[config.mk]
export PLATFORM = sky130hd
export DESIGN_NAME = dcache_ctrl
export DESIGN_NICKNAME = d
export VERILOG_FILES = /design/src/logic/dcache_pkg.sv /design/src/logic/dcache_ctrl.sv
export VERILOG_INCLUDE_DIRS = /design/src /design/src/logic
export SDC_FILE = /design/constraint.sdc
export NUM_CORES = 1
export LEC_CHECK = 0
export BUFFER_PORTS_ARGS = -buffer_cell sky130_fd_sc_hd__buf_2
export CORE_AREA = 5 5 78 80
export CTS_BUF_LIST = sky130_fd_sc_hd__clkbuf_4 sky130_fd_sc_hd__clkbuf_8
export DETAILED_ROUTE_END_ITERATION = 8
export DIE_AREA = 0 0 83 85
export PLACE_DENSITY = 0.77
export SETUP_SLACK_MARGIN = 0.4
export SLEW_MARGIN = 20
export SYNTH_ARGS = -nofsm -noshare
export SYNTH_HDL_FRONTEND = slang
export SYNTH_SLANG_ARGS = --single-unit
export TNS_END_PERCENT = 1
[constraint.sdc]
create_clock -name iCLOCK -period 1.9 [get_ports iCLOCK]
set_input_delay 0.475 -clock iCLOCK [delete_from_list [all_inputs] [get_ports iCLOCK]]
set_output_delay 0.475 -clock iCLOCK [all_outputs]
set_load 0.005 [all_outputs]
[src/logic/dcache_consts.svh]
// Geometry of the L1 data cache, fixed at 4 ways x 16 sets x 64-byte lines
// Address fields must add up to DC_ADDR_W; nothing checks this at elaboration
// Status 0 marks an invalid line, so a valid line never ages below DC_STAT_FLOOR
`ifndef DCACHE_CONSTS_SVH
`define DCACHE_CONSTS_SVH

// Address split, tag | index | offset
`define DC_ADDR_W       32
`define DC_TAG_W        22
`define DC_INDEX_W      4
`define DC_OFFSET_W     6

`define DC_WAYS         4
`define DC_SETS         16
`define DC_WAY_W        2

`define DC_LINE_BYTES   64
`define DC_LINE_W       512
`define DC_WORD_W       32

// LRU status per line
`define DC_STAT_W       2
`define DC_STAT_INVALID 2'd0
`define DC_STAT_NEWEST  2'd3
`define DC_STAT_FLOOR   2'd1    // Aging stops here

// Operation code and upload size widths
`define DC_OP_W         3
`define DC_SIZE_W       2

`endif

[src/logic/dcache_pkg.sv]
// Shared types of the data cache
// Needs the geometry macros, pulled in here through the consts header
`default_nettype none
`include "dcache_consts.svh"

package dcache_pkg;

	// One operation per cycle, picked by the controller
	typedef enum logic [`DC_OP_W-1:0] {
		OP_IDLE,
		OP_READ,
		OP_WRITE,
		OP_UPLOAD,
		OP_REMOVE
	} dc_op_e;

	// Upload size, encoded as on iUP_ORDER
	typedef enum logic [`DC_SIZE_W-1:0] {
		SIZE_BYTE = 2'd0,
		SIZE_HALF = 2'd1,
		SIZE_WORD = 2'd2,
		SIZE_NONE = 2'd3    // Writes nothing
	} dc_size_e;

	typedef struct packed {
		logic [`DC_TAG_W-1:0]    tag;
		logic [`DC_INDEX_W-1:0]  index;
		logic [`DC_OFFSET_W-1:0] offset;
	} dc_addr_t;

	// Request seen by both datapaths in the same cycle
	typedef struct packed {
		dc_op_e                op;
		dc_addr_t              addr;
		dc_size_e              size;
		logic [`DC_WORD_W-1:0] word;    // Upload data
	} dc_req_t;

	// Lookup result; on a write, way is the target line
	typedef struct packed {
		logic                 hit;
		logic [`DC_WAY_W-1:0] way;
	} dc_way_sel_t;

endpackage

`default_nettype wire

[src/logic/dcache_ctrl.sv]
// Picks one operation per cycle and owns the read result flags
// Priority is remove, upload, write, read; a refused request must be held
// by the requester until it is taken
`timescale 1ns/1ps
`default_nettype none
`include "dcache_consts.svh"

module dcache_ctrl
	import dcache_pkg::*;
(
	input wire                    iCLOCK,
	input wire                    inRESET,
	input wire                    iREMOVE,
	input wire                    iRD_REQ,
	input wire  [`DC_ADDR_W-1:0]  iRD_ADDR,
	input wire                    iRD_BUSY,
	input wire                    iUP_REQ,
	input wire  [`DC_SIZE_W-1:0]  iUP_ORDER,
	input wire  [`DC_ADDR_W-1:0]  iUP_ADDR,
	input wire  [`DC_WORD_W-1:0]  iUP_DATA,
	input wire                    iWR_REQ,
	input wire  [`DC_ADDR_W-1:0]  iWR_ADDR,
	output logic                  oRD_BUSY,
	output logic                  oWR_BUSY,
	output logic                  oRD_VALID,
	output logic                  oRD_HIT,
	input wire  dc_way_sel_t      sel,
	output dc_req_t               req
);

	logic rd_held;    // Result waiting on the consumer

	assign rd_held  = oRD_VALID && iRD_BUSY;
	assign oWR_BUSY = iUP_REQ;
	assign oRD_BUSY = iWR_REQ || iUP_REQ || rd_held;

	always_comb begin
		req.word = iUP_DATA;
		req.size = SIZE_NONE;
		req.addr = dc_addr_t'(iRD_ADDR);
		if (iREMOVE) begin
			req.op = OP_REMOVE;
		end else if (iUP_REQ) begin
			req.op   = OP_UPLOAD;
			req.addr = dc_addr_t'(iUP_ADDR);
			req.size = dc_size_e'(iUP_ORDER);
		end else if (iWR_REQ) begin
			req.op   = OP_WRITE;
			req.addr = dc_addr_t'(iWR_ADDR);
		end else if (iRD_REQ && !oRD_BUSY) begin
			req.op = OP_READ;
		end else begin
			req.op = OP_IDLE;
		end
	end

	// Read result flags, data lives in the data array
	always_ff @(posedge iCLOCK or negedge inRESET) begin
		if (!inRESET) begin
			oRD_VALID <= 1'b0;
			oRD_HIT   <= 1'b0;
		end else if (iREMOVE) begin
			oRD_VALID <= 1'b0;
			oRD_HIT   <= 1'b0;
		end else if (req.op == OP_READ) begin
			oRD_VALID <= 1'b1;
			oRD_HIT   <= sel.hit;
		end else if (!rd_held) begin
			// Delivered or empty, nothing new behind it
			oRD_VALID <= 1'b0;
			oRD_HIT   <= 1'b0;
		end
	end

endmodule

`default_nettype wire

==> summary.txt <==
# nets final = 391
Antenna Violating Nets Remaining = 0
Final Wtd Congestion = 0.7558
CP max FO = 7
Max-Cap Viols = 0
IO Port Bufs = 146
Post-CTS Setup Repair Bufs = 0
FF+latch count, synth = 2
Relative slew margins = 0.8415
Mapped Nets = 272
Non-Filler Instances = 321
Mapped cell area = 0.001062 mm^2
Total gr overflow = 0
Critical path origin = iUP_REQ
Reg-to-Reg Start = oRD_VALID
Ant. Diodes = 0
Static leakage = 1.001 nW
Endpoints failing setup = 0
Drt total wl = 4979 um
P per Cell Area = 316.7 mW/mm^2
CP required = 1.42 ns
Peak supply drop = 0.0004981 V
Area grow syn2layout = 89.99%
Clock Sinks = 2
Post-DR wirelength/cell = 15.51 um
Internal = 0.4366 mW
Final Critical Period = 1.887 ns
Startpoint types = input pin
Die width = 83 um
Largest net degree at the start of global routing = 21
Crit Path Class = input pin to primary output
Worst Path Arrival = 1.41 ns
Hold buffers post-CTS = 0
CTS Buffer Depth = 2
DP HPWL = 3801 um
IO Pins = 213
Outcome = finished clean
Seq pwr share = 0.071
Max Slew Vio Count = 0
Synth warn = 0
Register area share after synthesis = 0.04711
Worst r2r path cells = 3
Placement Cell Area = 0.001685 mm^2
Comb pwr share = 0.679
Cells after DPL = 314
Rows = 27
Commonest non-fill, non-tap cell in the layout = buf_2
Number of global-route vias before repair = 1544
Die Y = 85 um
DRC Markers = 0
Top cells by area, synth = a221o_1 (28%), buf_4 (26%), nor3b_1 (21%), dfrtp_1 (4.7%), buf_6 (4.2%)
Synth cell types = 21
CTS Root Cell = clkbuf_8
Tcrit/Tclk final = 0.9932
Layout cell share with drive strength beyond 1 = 0.8032
Switching Power = 0.2026 mW
Clock Skews = 0.0007908 ns
Vias per cell = 4.798
TritonCTS Buffers = 3
Final hold viol count = 0
Die ar. = 0.007055 mm^2
Worst Hold Class = input pin to async pin
CTS tree = yes
Antenna violations before repair = 0
GRT Overall Usage = 0.1141
Core area = 0.005338 mm^2
Initial core utilization = 0.1990
Clock power frac = 0.251
Hold slack = 0.05022 ns
Sw Share = 0.3169
Clk slew on worst S/H paths = 0.03 ns
Synthesized area per cell = 8.047 um^2
Most frequent cells in the layout = buf_2 (143), a221o_1 (30), nor3b_2 (24), buf_4 (5), buf_12 (5)
Final Instance Area = 0.002018 mm^2
Via count = 1540
Worst setup EP type = primary output
Worst slew pin tran = 0.2375 ns
Cell taking the most area after synthesis = a221o_1
Global-route wire length before repair = 7072 um
Max Fclk = 529.9 MHz
Drt pass-1 iters = 4
Yosys top cell area share = 0.2827
H-tree depth = 1
Synthesized instance count = 132
RSZ-0062 raised after global routing = yes
Worst-Skew Late Latency = 0.20 ns
Initial drt markers = 36
[cells in the mapped netlist]
cell type	number
a31oi_1	1
inv_2	1
a21oi_1	2
inv_1	3
a221o_1	30
nand2b_4	1
nand2b_1	2
dfrtp_1	2
nand3_1	1
buf_2	6
o2bb2a_1	1
nand4_1	1
nand2_1	3
o21ai_2	1
nor2_2	1
a2bb2oi_1	1
buf_4	37
nor2_1	2
nor3b_1	30
o22ai_1	2
buf_6	4
[sequential cells by signal (all words and copies together) (netlist names)]
signal	flops
oRD_VALID	1
oRD_HIT	1
[timing repair]
action / CTS / global route
gates resized for setup: 3 / 43
cloned: 0 / 4
pin swaps: 0 / 10
endpoints found under the setup margin: 38 / 38
[power groups by stage]
stage	registers [mW]	clock network (mW)	logic, mW
2_1_floorplan	0.0453	0	0.221
3_3_place_gp	0.0453	0	0.372
3_5_place_dp	0.0454	0	0.378
4_1_cts	0.0450	0.164	0.383
5_1_grt	0.0452	0.171	0.471
6_report	0.0451	0.160	0.434
[worst paths after layout]
path                              to  slack, ns
setup / recovery             req[56]       0.01
max in group asynchronous    oRD_HIT       1.76
hold / removal             oRD_VALID       0.05
setup reg to reg             oRD_HIT       1.09
min in group iCLOCK          oRD_HIT       0.54
hold reg to reg              oRD_HIT       0.55
[routing by layer]
metal  vias to the layer above  GRT usage  wire length [um]
met5                         -          0                 0
met1                       702     0.1261              1947
met2                       111     0.2216              2515
li1                        719          -                 -
met3                         8    0.03107               469
met4                         0    0.01486                46
[layout make-up]
class	instances	area [um^2]
flip-flops and latches	2	50.05
inverters	4	17.52
repair buffers	161	992.2
multi-input cells	79	827.0
fillers	547	3319
clock buffers	3	41.29
well taps	72	90.09
[critical path, stage by stage]
cell and delay (ns):
buf_8 0.10, nand2b_4 0.21, buf_12 0.17, nor3b_1 0.22
a221o_1 0.13, buf_2 0.11
[kinds of logic after synthesis]
kind of cell | count (synthesis) | synth area share
buf+inv | 51 | 0.3463
simple gates | 41 | 0.2709
flops | 2 | 0.04712
compound gates | 38 | 0.3357
[through the flow]
step | setup TNS (ns) | total power, mW | utilization | setup slack, ns
2_1_floorplan | 0 | 0.2659 | - | 0.2736
3_3_place_gp | 0 | 0.4169 | 0.3158 | 0.03018
3_5_place_dp | 0 | 0.4236 | 0.3158 | 0.008765
4_1_cts | 0 | 0.5917 | 0.3256 | 0.02048
5_1_grt | -0.2973 | 0.6873 | 0.3781 | -0.03986
6_report | 0 | 0.6392 | 0.3781 | 0.01297
(Power assumes the default switching activity.)
