--- config.mk ---
export PLATFORM = sky130hd
export DESIGN_NAME = dcache_tag_store
export DESIGN_NICKNAME = d
export VERILOG_FILES = /design/src/logic/dcache_pkg.sv /design/src/logic/dcache_tag_store.sv
export VERILOG_INCLUDE_DIRS = /design/src /design/src/logic
export SDC_FILE = /design/constraint.sdc
export NUM_CORES = 2
export LEC_CHECK = 0
export BUFFER_PORTS_ARGS = -buffer_cell sky130_fd_sc_hd__buf_2
export CAP_MARGIN = 20
export CORE_UTILIZATION = 35
export DETAILED_ROUTE_END_ITERATION = 7
export PLACE_DENSITY = 0.56
export SYNTH_ARGS = -nofsm -noshare
export SYNTH_HDL_FRONTEND = slang
export SYNTH_SLANG_ARGS = --single-unit
--- constraint.sdc ---
create_clock -name iCLOCK -period 12.1 [get_ports iCLOCK]
set_input_delay 2.42 -clock iCLOCK [delete_from_list [all_inputs] [get_ports iCLOCK]]
set_output_delay 2.42 -clock iCLOCK [all_outputs]
set_load 0.01 [all_outputs]
--- src/logic/dcache_consts.svh ---
// Geometry of the L1 data cache, fixed at 4 ways x 16 sets x 64-byte lines
// Address fields must add up to DC_ADDR_W; nothing checks this at elaboration
// Status 0 marks an invalid line, so a valid line never ages below DC_STAT_FLOOR
`ifndef DCACHE_CONSTS_SVH
`define DCACHE_CONSTS_SVH

// Address split, tag | index | offset
`define DC_ADDR_W       32
`define DC_TAG_W        22
`define DC_INDEX_W      4
`define DC_OFFSET_W     6

`define DC_WAYS         4
`define DC_SETS         16
`define DC_WAY_W        2

`define DC_LINE_BYTES   64
`define DC_LINE_W       512
`define DC_WORD_W       32

// LRU status per line
`define DC_STAT_W       2
`define DC_STAT_INVALID 2'd0
`define DC_STAT_NEWEST  2'd3
`define DC_STAT_FLOOR   2'd1    // Aging stops here

// Operation code and upload size widths
`define DC_OP_W         3
`define DC_SIZE_W       2

`endif

--- src/logic/dcache_pkg.sv ---
// Shared types of the data cache
// Needs the geometry macros, pulled in here through the consts header
`default_nettype none
`include "dcache_consts.svh"

package dcache_pkg;

	// One operation per cycle, picked by the controller
	typedef enum logic [`DC_OP_W-1:0] {
		OP_IDLE,
		OP_READ,
		OP_WRITE,
		OP_UPLOAD,
		OP_REMOVE
	} dc_op_e;

	// Upload size, encoded as on iUP_ORDER
	typedef enum logic [`DC_SIZE_W-1:0] {
		SIZE_BYTE = 2'd0,
		SIZE_HALF = 2'd1,
		SIZE_WORD = 2'd2,
		SIZE_NONE = 2'd3    // Writes nothing
	} dc_size_e;

	typedef struct packed {
		logic [`DC_TAG_W-1:0]    tag;
		logic [`DC_INDEX_W-1:0]  index;
		logic [`DC_OFFSET_W-1:0] offset;
	} dc_addr_t;

	// Request seen by both datapaths in the same cycle
	typedef struct packed {
		dc_op_e                op;
		dc_addr_t              addr;
		dc_size_e              size;
		logic [`DC_WORD_W-1:0] word;    // Upload data
	} dc_req_t;

	// Lookup result; on a write, way is the target line
	typedef struct packed {
		logic                 hit;
		logic [`DC_WAY_W-1:0] way;
	} dc_way_sel_t;

endpackage

`default_nettype wire

--- src/logic/dcache_tag_store.sv ---
// Tag and LRU status per way and set, with the combinational lookup
// Lookup is on req.addr in the same cycle; updates land at the clock edge
// Tags are not cleared by reset or remove, only the status goes to invalid
// Aging happens on a write or a read hit, never on an upload
`timescale 1ns/1ps
`default_nettype none
`include "dcache_consts.svh"

module dcache_tag_store
	import dcache_pkg::*;
(
	input wire            iCLOCK,
	input wire            inRESET,
	input wire dc_req_t   req,
	output dc_way_sel_t   sel
);

	logic [`DC_TAG_W-1:0]  tag_q  [`DC_WAYS][`DC_SETS];
	logic [`DC_STAT_W-1:0] stat_q [`DC_WAYS][`DC_SETS];

	logic [`DC_INDEX_W-1:0] idx;
	logic [`DC_WAYS-1:0]    tag_match;      // Tag equal, valid or not
	logic [`DC_WAYS-1:0]    valid_match;
	logic [`DC_WAY_W-1:0]   tag_way;
	logic [`DC_WAY_W-1:0]   hit_way;
	logic [`DC_WAY_W-1:0]   victim_way;
	logic                   access;

	assign idx = req.addr.index;

	always_comb begin
		tag_match   = '0;
		valid_match = '0;
		tag_way     = '0;
		hit_way     = '0;
		// Walk down so the lowest matching way wins
		for (int w = `DC_WAYS - 1; w >= 0; w--) begin
			if (tag_q[w][idx] == req.addr.tag) begin
				tag_match[w] = 1'b1;
				tag_way      = w[`DC_WAY_W-1:0];
				if (stat_q[w][idx] != `DC_STAT_INVALID) begin
					valid_match[w] = 1'b1;
					hit_way        = w[`DC_WAY_W-1:0];
				end
			end
		end
	end

	// Oldest line, lowest way on ties; invalid lines come first
	always_comb begin
		victim_way = '0;
		for (int w = 1; w < `DC_WAYS; w++) begin
			if (stat_q[w][idx] < stat_q[victim_way][idx]) begin
				victim_way = w[`DC_WAY_W-1:0];
			end
		end
	end

	always_comb begin
		sel.hit = |valid_match;
		if (req.op == OP_WRITE) begin
			sel.way = (|tag_match) ? tag_way : victim_way;    // Refresh or replace
		end else begin
			sel.way = hit_way;
		end
	end

	assign access = (req.op == OP_WRITE) || (req.op == OP_READ && sel.hit);

	always_ff @(posedge iCLOCK or negedge inRESET) begin
		if (!inRESET) begin
			for (int w = 0; w < `DC_WAYS; w++) begin
				for (int s = 0; s < `DC_SETS; s++) begin
					stat_q[w][s] <= `DC_STAT_INVALID;
				end
			end
		end else if (req.op == OP_REMOVE) begin
			for (int w = 0; w < `DC_WAYS; w++) begin
				for (int s = 0; s < `DC_SETS; s++) begin
					stat_q[w][s] <= `DC_STAT_INVALID;
				end
			end
		end else if (access) begin
			for (int w = 0; w < `DC_WAYS; w++) begin
				if (int'(sel.way) == w) begin
					stat_q[w][idx] <= `DC_STAT_NEWEST;
				end else if (stat_q[w][idx] > `DC_STAT_FLOOR) begin
					stat_q[w][idx] <= stat_q[w][idx] - 1'b1;    // Age the rest of the set
				end
			end
		end
	end

	always_ff @(posedge iCLOCK) begin
		if (req.op == OP_WRITE) begin
			tag_q[sel.way][idx] <= req.addr.tag;
		end
	end

endmodule

`default_nettype wire

==> metrics <==
fin worst setup slack 0.7535 ns; vias in the first global route about 35,000; worst-skew pair later-pin latency approximately 0.81 ns; Worst Skew roughly 0.067 ns; Clk pwr share 40.7%; sequential share of power 51.5%; final setup vio count 0; P_sw 2.685 mW; die area 0.1851 mm2; area grow syn2layout 12.87%; grt ovf 0; MaxCap Viol Count 0; drt initial violations 3,405; cell depth of the worst flop-to-flop path 26; type of the tightest min-delay check flop to flop; Setup TNS 0 ns; I/O Buffers 33; Placeable Area 0.1815 mm2; # IOs between 70 and 80; pre-CTS setup slack 0.7974 ns; Worst R2R Start stat_q[79]; H-tree level count 4; wire length per cell about 28 um; reg2reg setup slack 3.57 ns; slew of the pin with the lowest slew margin approximately 1.1 ns; RSZ-0062 raised after global routing false; LEAKAGE 23.75 nW; Root Buffer clkbuf_16; Yosys top cell by area edfxtp_1; fraction of layout cells with a size suffix above 1 20.73%; DR vias/cell 5.590; CP Class input pin to primary output; EDFF count, synth 1,408; CTS Buf Count between 150 and 200; Commonest cells post-synth 1,408 x edfxtp_1, 360 x mux2i_1, 275 x mux4_2; final period utilization a little over nine tenths; Pins Over Slew Limit 0; Internal 8.758 mW; Die Y 430.2 um; detailed placer's ending HPWL 96.71 mm; switch share 23.47%; DIE WIDTH 430.2 um; post-cts resize count 0; syn nets 3,670; sequential share of the synthesized area 70.88%; Most used DFF post-synth edfxtp_1; Vias 34,610; Fill cells 16,430; YS warnings 0; CP endpoint kind primary output; Slew HR about a quarter; outcome completed; async set-reset flop share out of synthesis roughly 8.3%; Max Root-Sink Buffers 3; CP endpoint sel[0]; largest net degree at the start of global routing 104; final core utilization 39.90%; final WL approximately 170 mm; GPL Wtd Cong about 0.85; drt drc 0; Routed Antenna Nets 0; Crit path arrival time 8.93 ns; reg2reg end tag_q[2][338]; Final Instance Area between 0.07 and 0.08 mm2; Avg Inst Size Synth 17.88 um2; count leader, synth edfxtp_1; CP Data Required Time 9.68 ns; top-area cell type share of the netlist area 65.88%; clock slew at reported path FFs 0.06 ns; CP Max Fanout 46; Worst Setup SP req[40]; initial antenna violation count 1; first-pass GRT wire length 248.2 mm; clock sinks 1,536; Setup Fix Bufs, Post-CTS 0; nets 3,782; Pre-Repair DR Iteration Count 5; Synth area leaders edfxtp_1 66%, mux4_2 9.7%, mux2i_1 5.6%, dfrtp_1 5.0%, a22oi_1 1.0%; Fmax 88.13 MHz; Peak VDD IR 0.1325 mV; Synth Register Bits 1,536; Synth cell types 86; PD cells 158.0 mW/mm2; overall routing resource usage 18.37%; row count 156; placed instance area 0.06747 mm2; TritonCTS clock tree built; CTS Hold Bufs 0; mapped cell area 0.06417 mm2; Setup crit start kind input pin; Starting Density between 30% and 40%; Period minus WS final about 11 ns; Fin. Hold Viols 0; Post-Synthesis Cells 3,590; Comb pwr share 7.8%
==> critical path, cell delays in order <==
cell and delay, ns:
clkbuf_8 0.43, mux4_2 0.57, mux2_2 0.29, o21ai_0 0.51, inv_1 0.13, ha_1 0.36
a21oi_2 0.13, buf_4 0.26, mux2i_1 0.11, a22oi_1 0.19, nand2_1 0.12, mux4_2 0.48
ha_1 0.29, nor2_1 0.08, a31oi_4 0.22, mux4_2 0.53, a21oi_1 0.17, ha_1 0.20
nor2_1 0.07, a31o_2 0.27, a221oi_1 0.26, nor3b_1 0.09, and4b_1 0.48, inv_2 0.06
buf_2 0.15
==> metal layers <==
layer | GRT usage (%) | part of all wire (%)
met4 | 3.981 | 1.5
met2 | 30.06 | 48
met3 | 2.723 | 5.1
met1 | 25.91 | 45
met5 | 0 | 0
==> placed cells by master, fill, tap and decap left out, drive strengths merged, types with 10 or more instances in the layout <==
cell,count
mux4,275
nor2b,13
inv,32
nand2,130
clkinv,65
nor2,133
clkbuf,204
a221oi,23
a211o,10
nand2b,16
o311ai,42
a32o,18
dfrtp,128
nor3,25
mux2i,361
a22o,20
a22oi,87
and2,15
edfxtp,1408
o211ai,46
nand4,25
o22ai,14
nand3,117
xnor2,73
o2bb2ai,10
o21ai,87
buf,183
and3,14
o221ai,13
xor2,33
mux2,18
a21oi,49
or3,14
a21o,12
==> stage by stage <==
stage,hold slack (ns),std cells,power (mW)
after global routing,0.5112,6190,11.80
final,0.4902,6192,11.44
after CTS,0.4901,6189,11.54
after detailed placement,0.4728,5910,6.895
after floorplan,0.4509,3590,6.562
after global placement,0.4701,5910,6.886
==> registers in the layout, summed over array words and instances, names as in the netlist <==
name / count
tag_q: 1408
stat_q: 128
==> power groups by stage <==
| stage | logic (mW) | registers (mW) | clock network, mW |
|---|---|---|---|
| 6_report | 0.897 | 5.89 | 4.66 |
| 5_1_grt | 0.959 | 5.89 | 4.95 |
| 4_1_cts | 0.899 | 5.89 | 4.75 |
| 3_5_place_dp | 0.896 | 6.00 | 0 |
| 3_3_place_gp | 0.888 | 6.00 | 0 |
| 2_1_floorplan | 0.575 | 5.99 | 0 |
==> cell type report <==
cell class                 count  area, um2  area share, %
clock inverter                76      688.2         0.9501
tap                         2370       2965          4.094
multi-input combinational   1794      17490          24.14
antenna                        2      5.005       0.006910
sequential                  1536      45480          62.80
timing repair buffer         184       1458          2.012
clock buffer                 203       4237          5.849
inverter                      27      108.9         0.1503
==> how the worst min path moves through the flow <==
stage / start / end / slack, ns / cells past startpoint
floorplan: stat_q[51] / stat_q[51] / 0.45 / 1
global placement: stat_q[61] / stat_q[61] / 0.47 / 1
detailed placement: stat_q[61] / stat_q[61] / 0.47 / 1
CTS: stat_q[61] / stat_q[61] / 0.49 / 1
global route: stat_q[17] / stat_q[17] / 0.51 / 1
finish: stat_q[17] / stat_q[17] / 0.49 / 1
==> cell families (layout without fill, tap and decap cells) <==
| kind of cell | after synthesis | after routing | synth area share, % |
|---|---|---|---|
| simple gates | 541 | 541 | 4.108 |
| xor+xnor | 106 | 106 | 1.447 |
| buf+inv | 260 | 490 | 2.225 |
| fa+ha+maj | 9 | 9 | 0.1755 |
| other cells | 0 | 2 | 0 |
| mux | 654 | 654 | 15.62 |
| flops | 1536 | 1536 | 70.88 |
| compound gates | 484 | 484 | 5.553 |
Power figures use the tool's default switching activity.
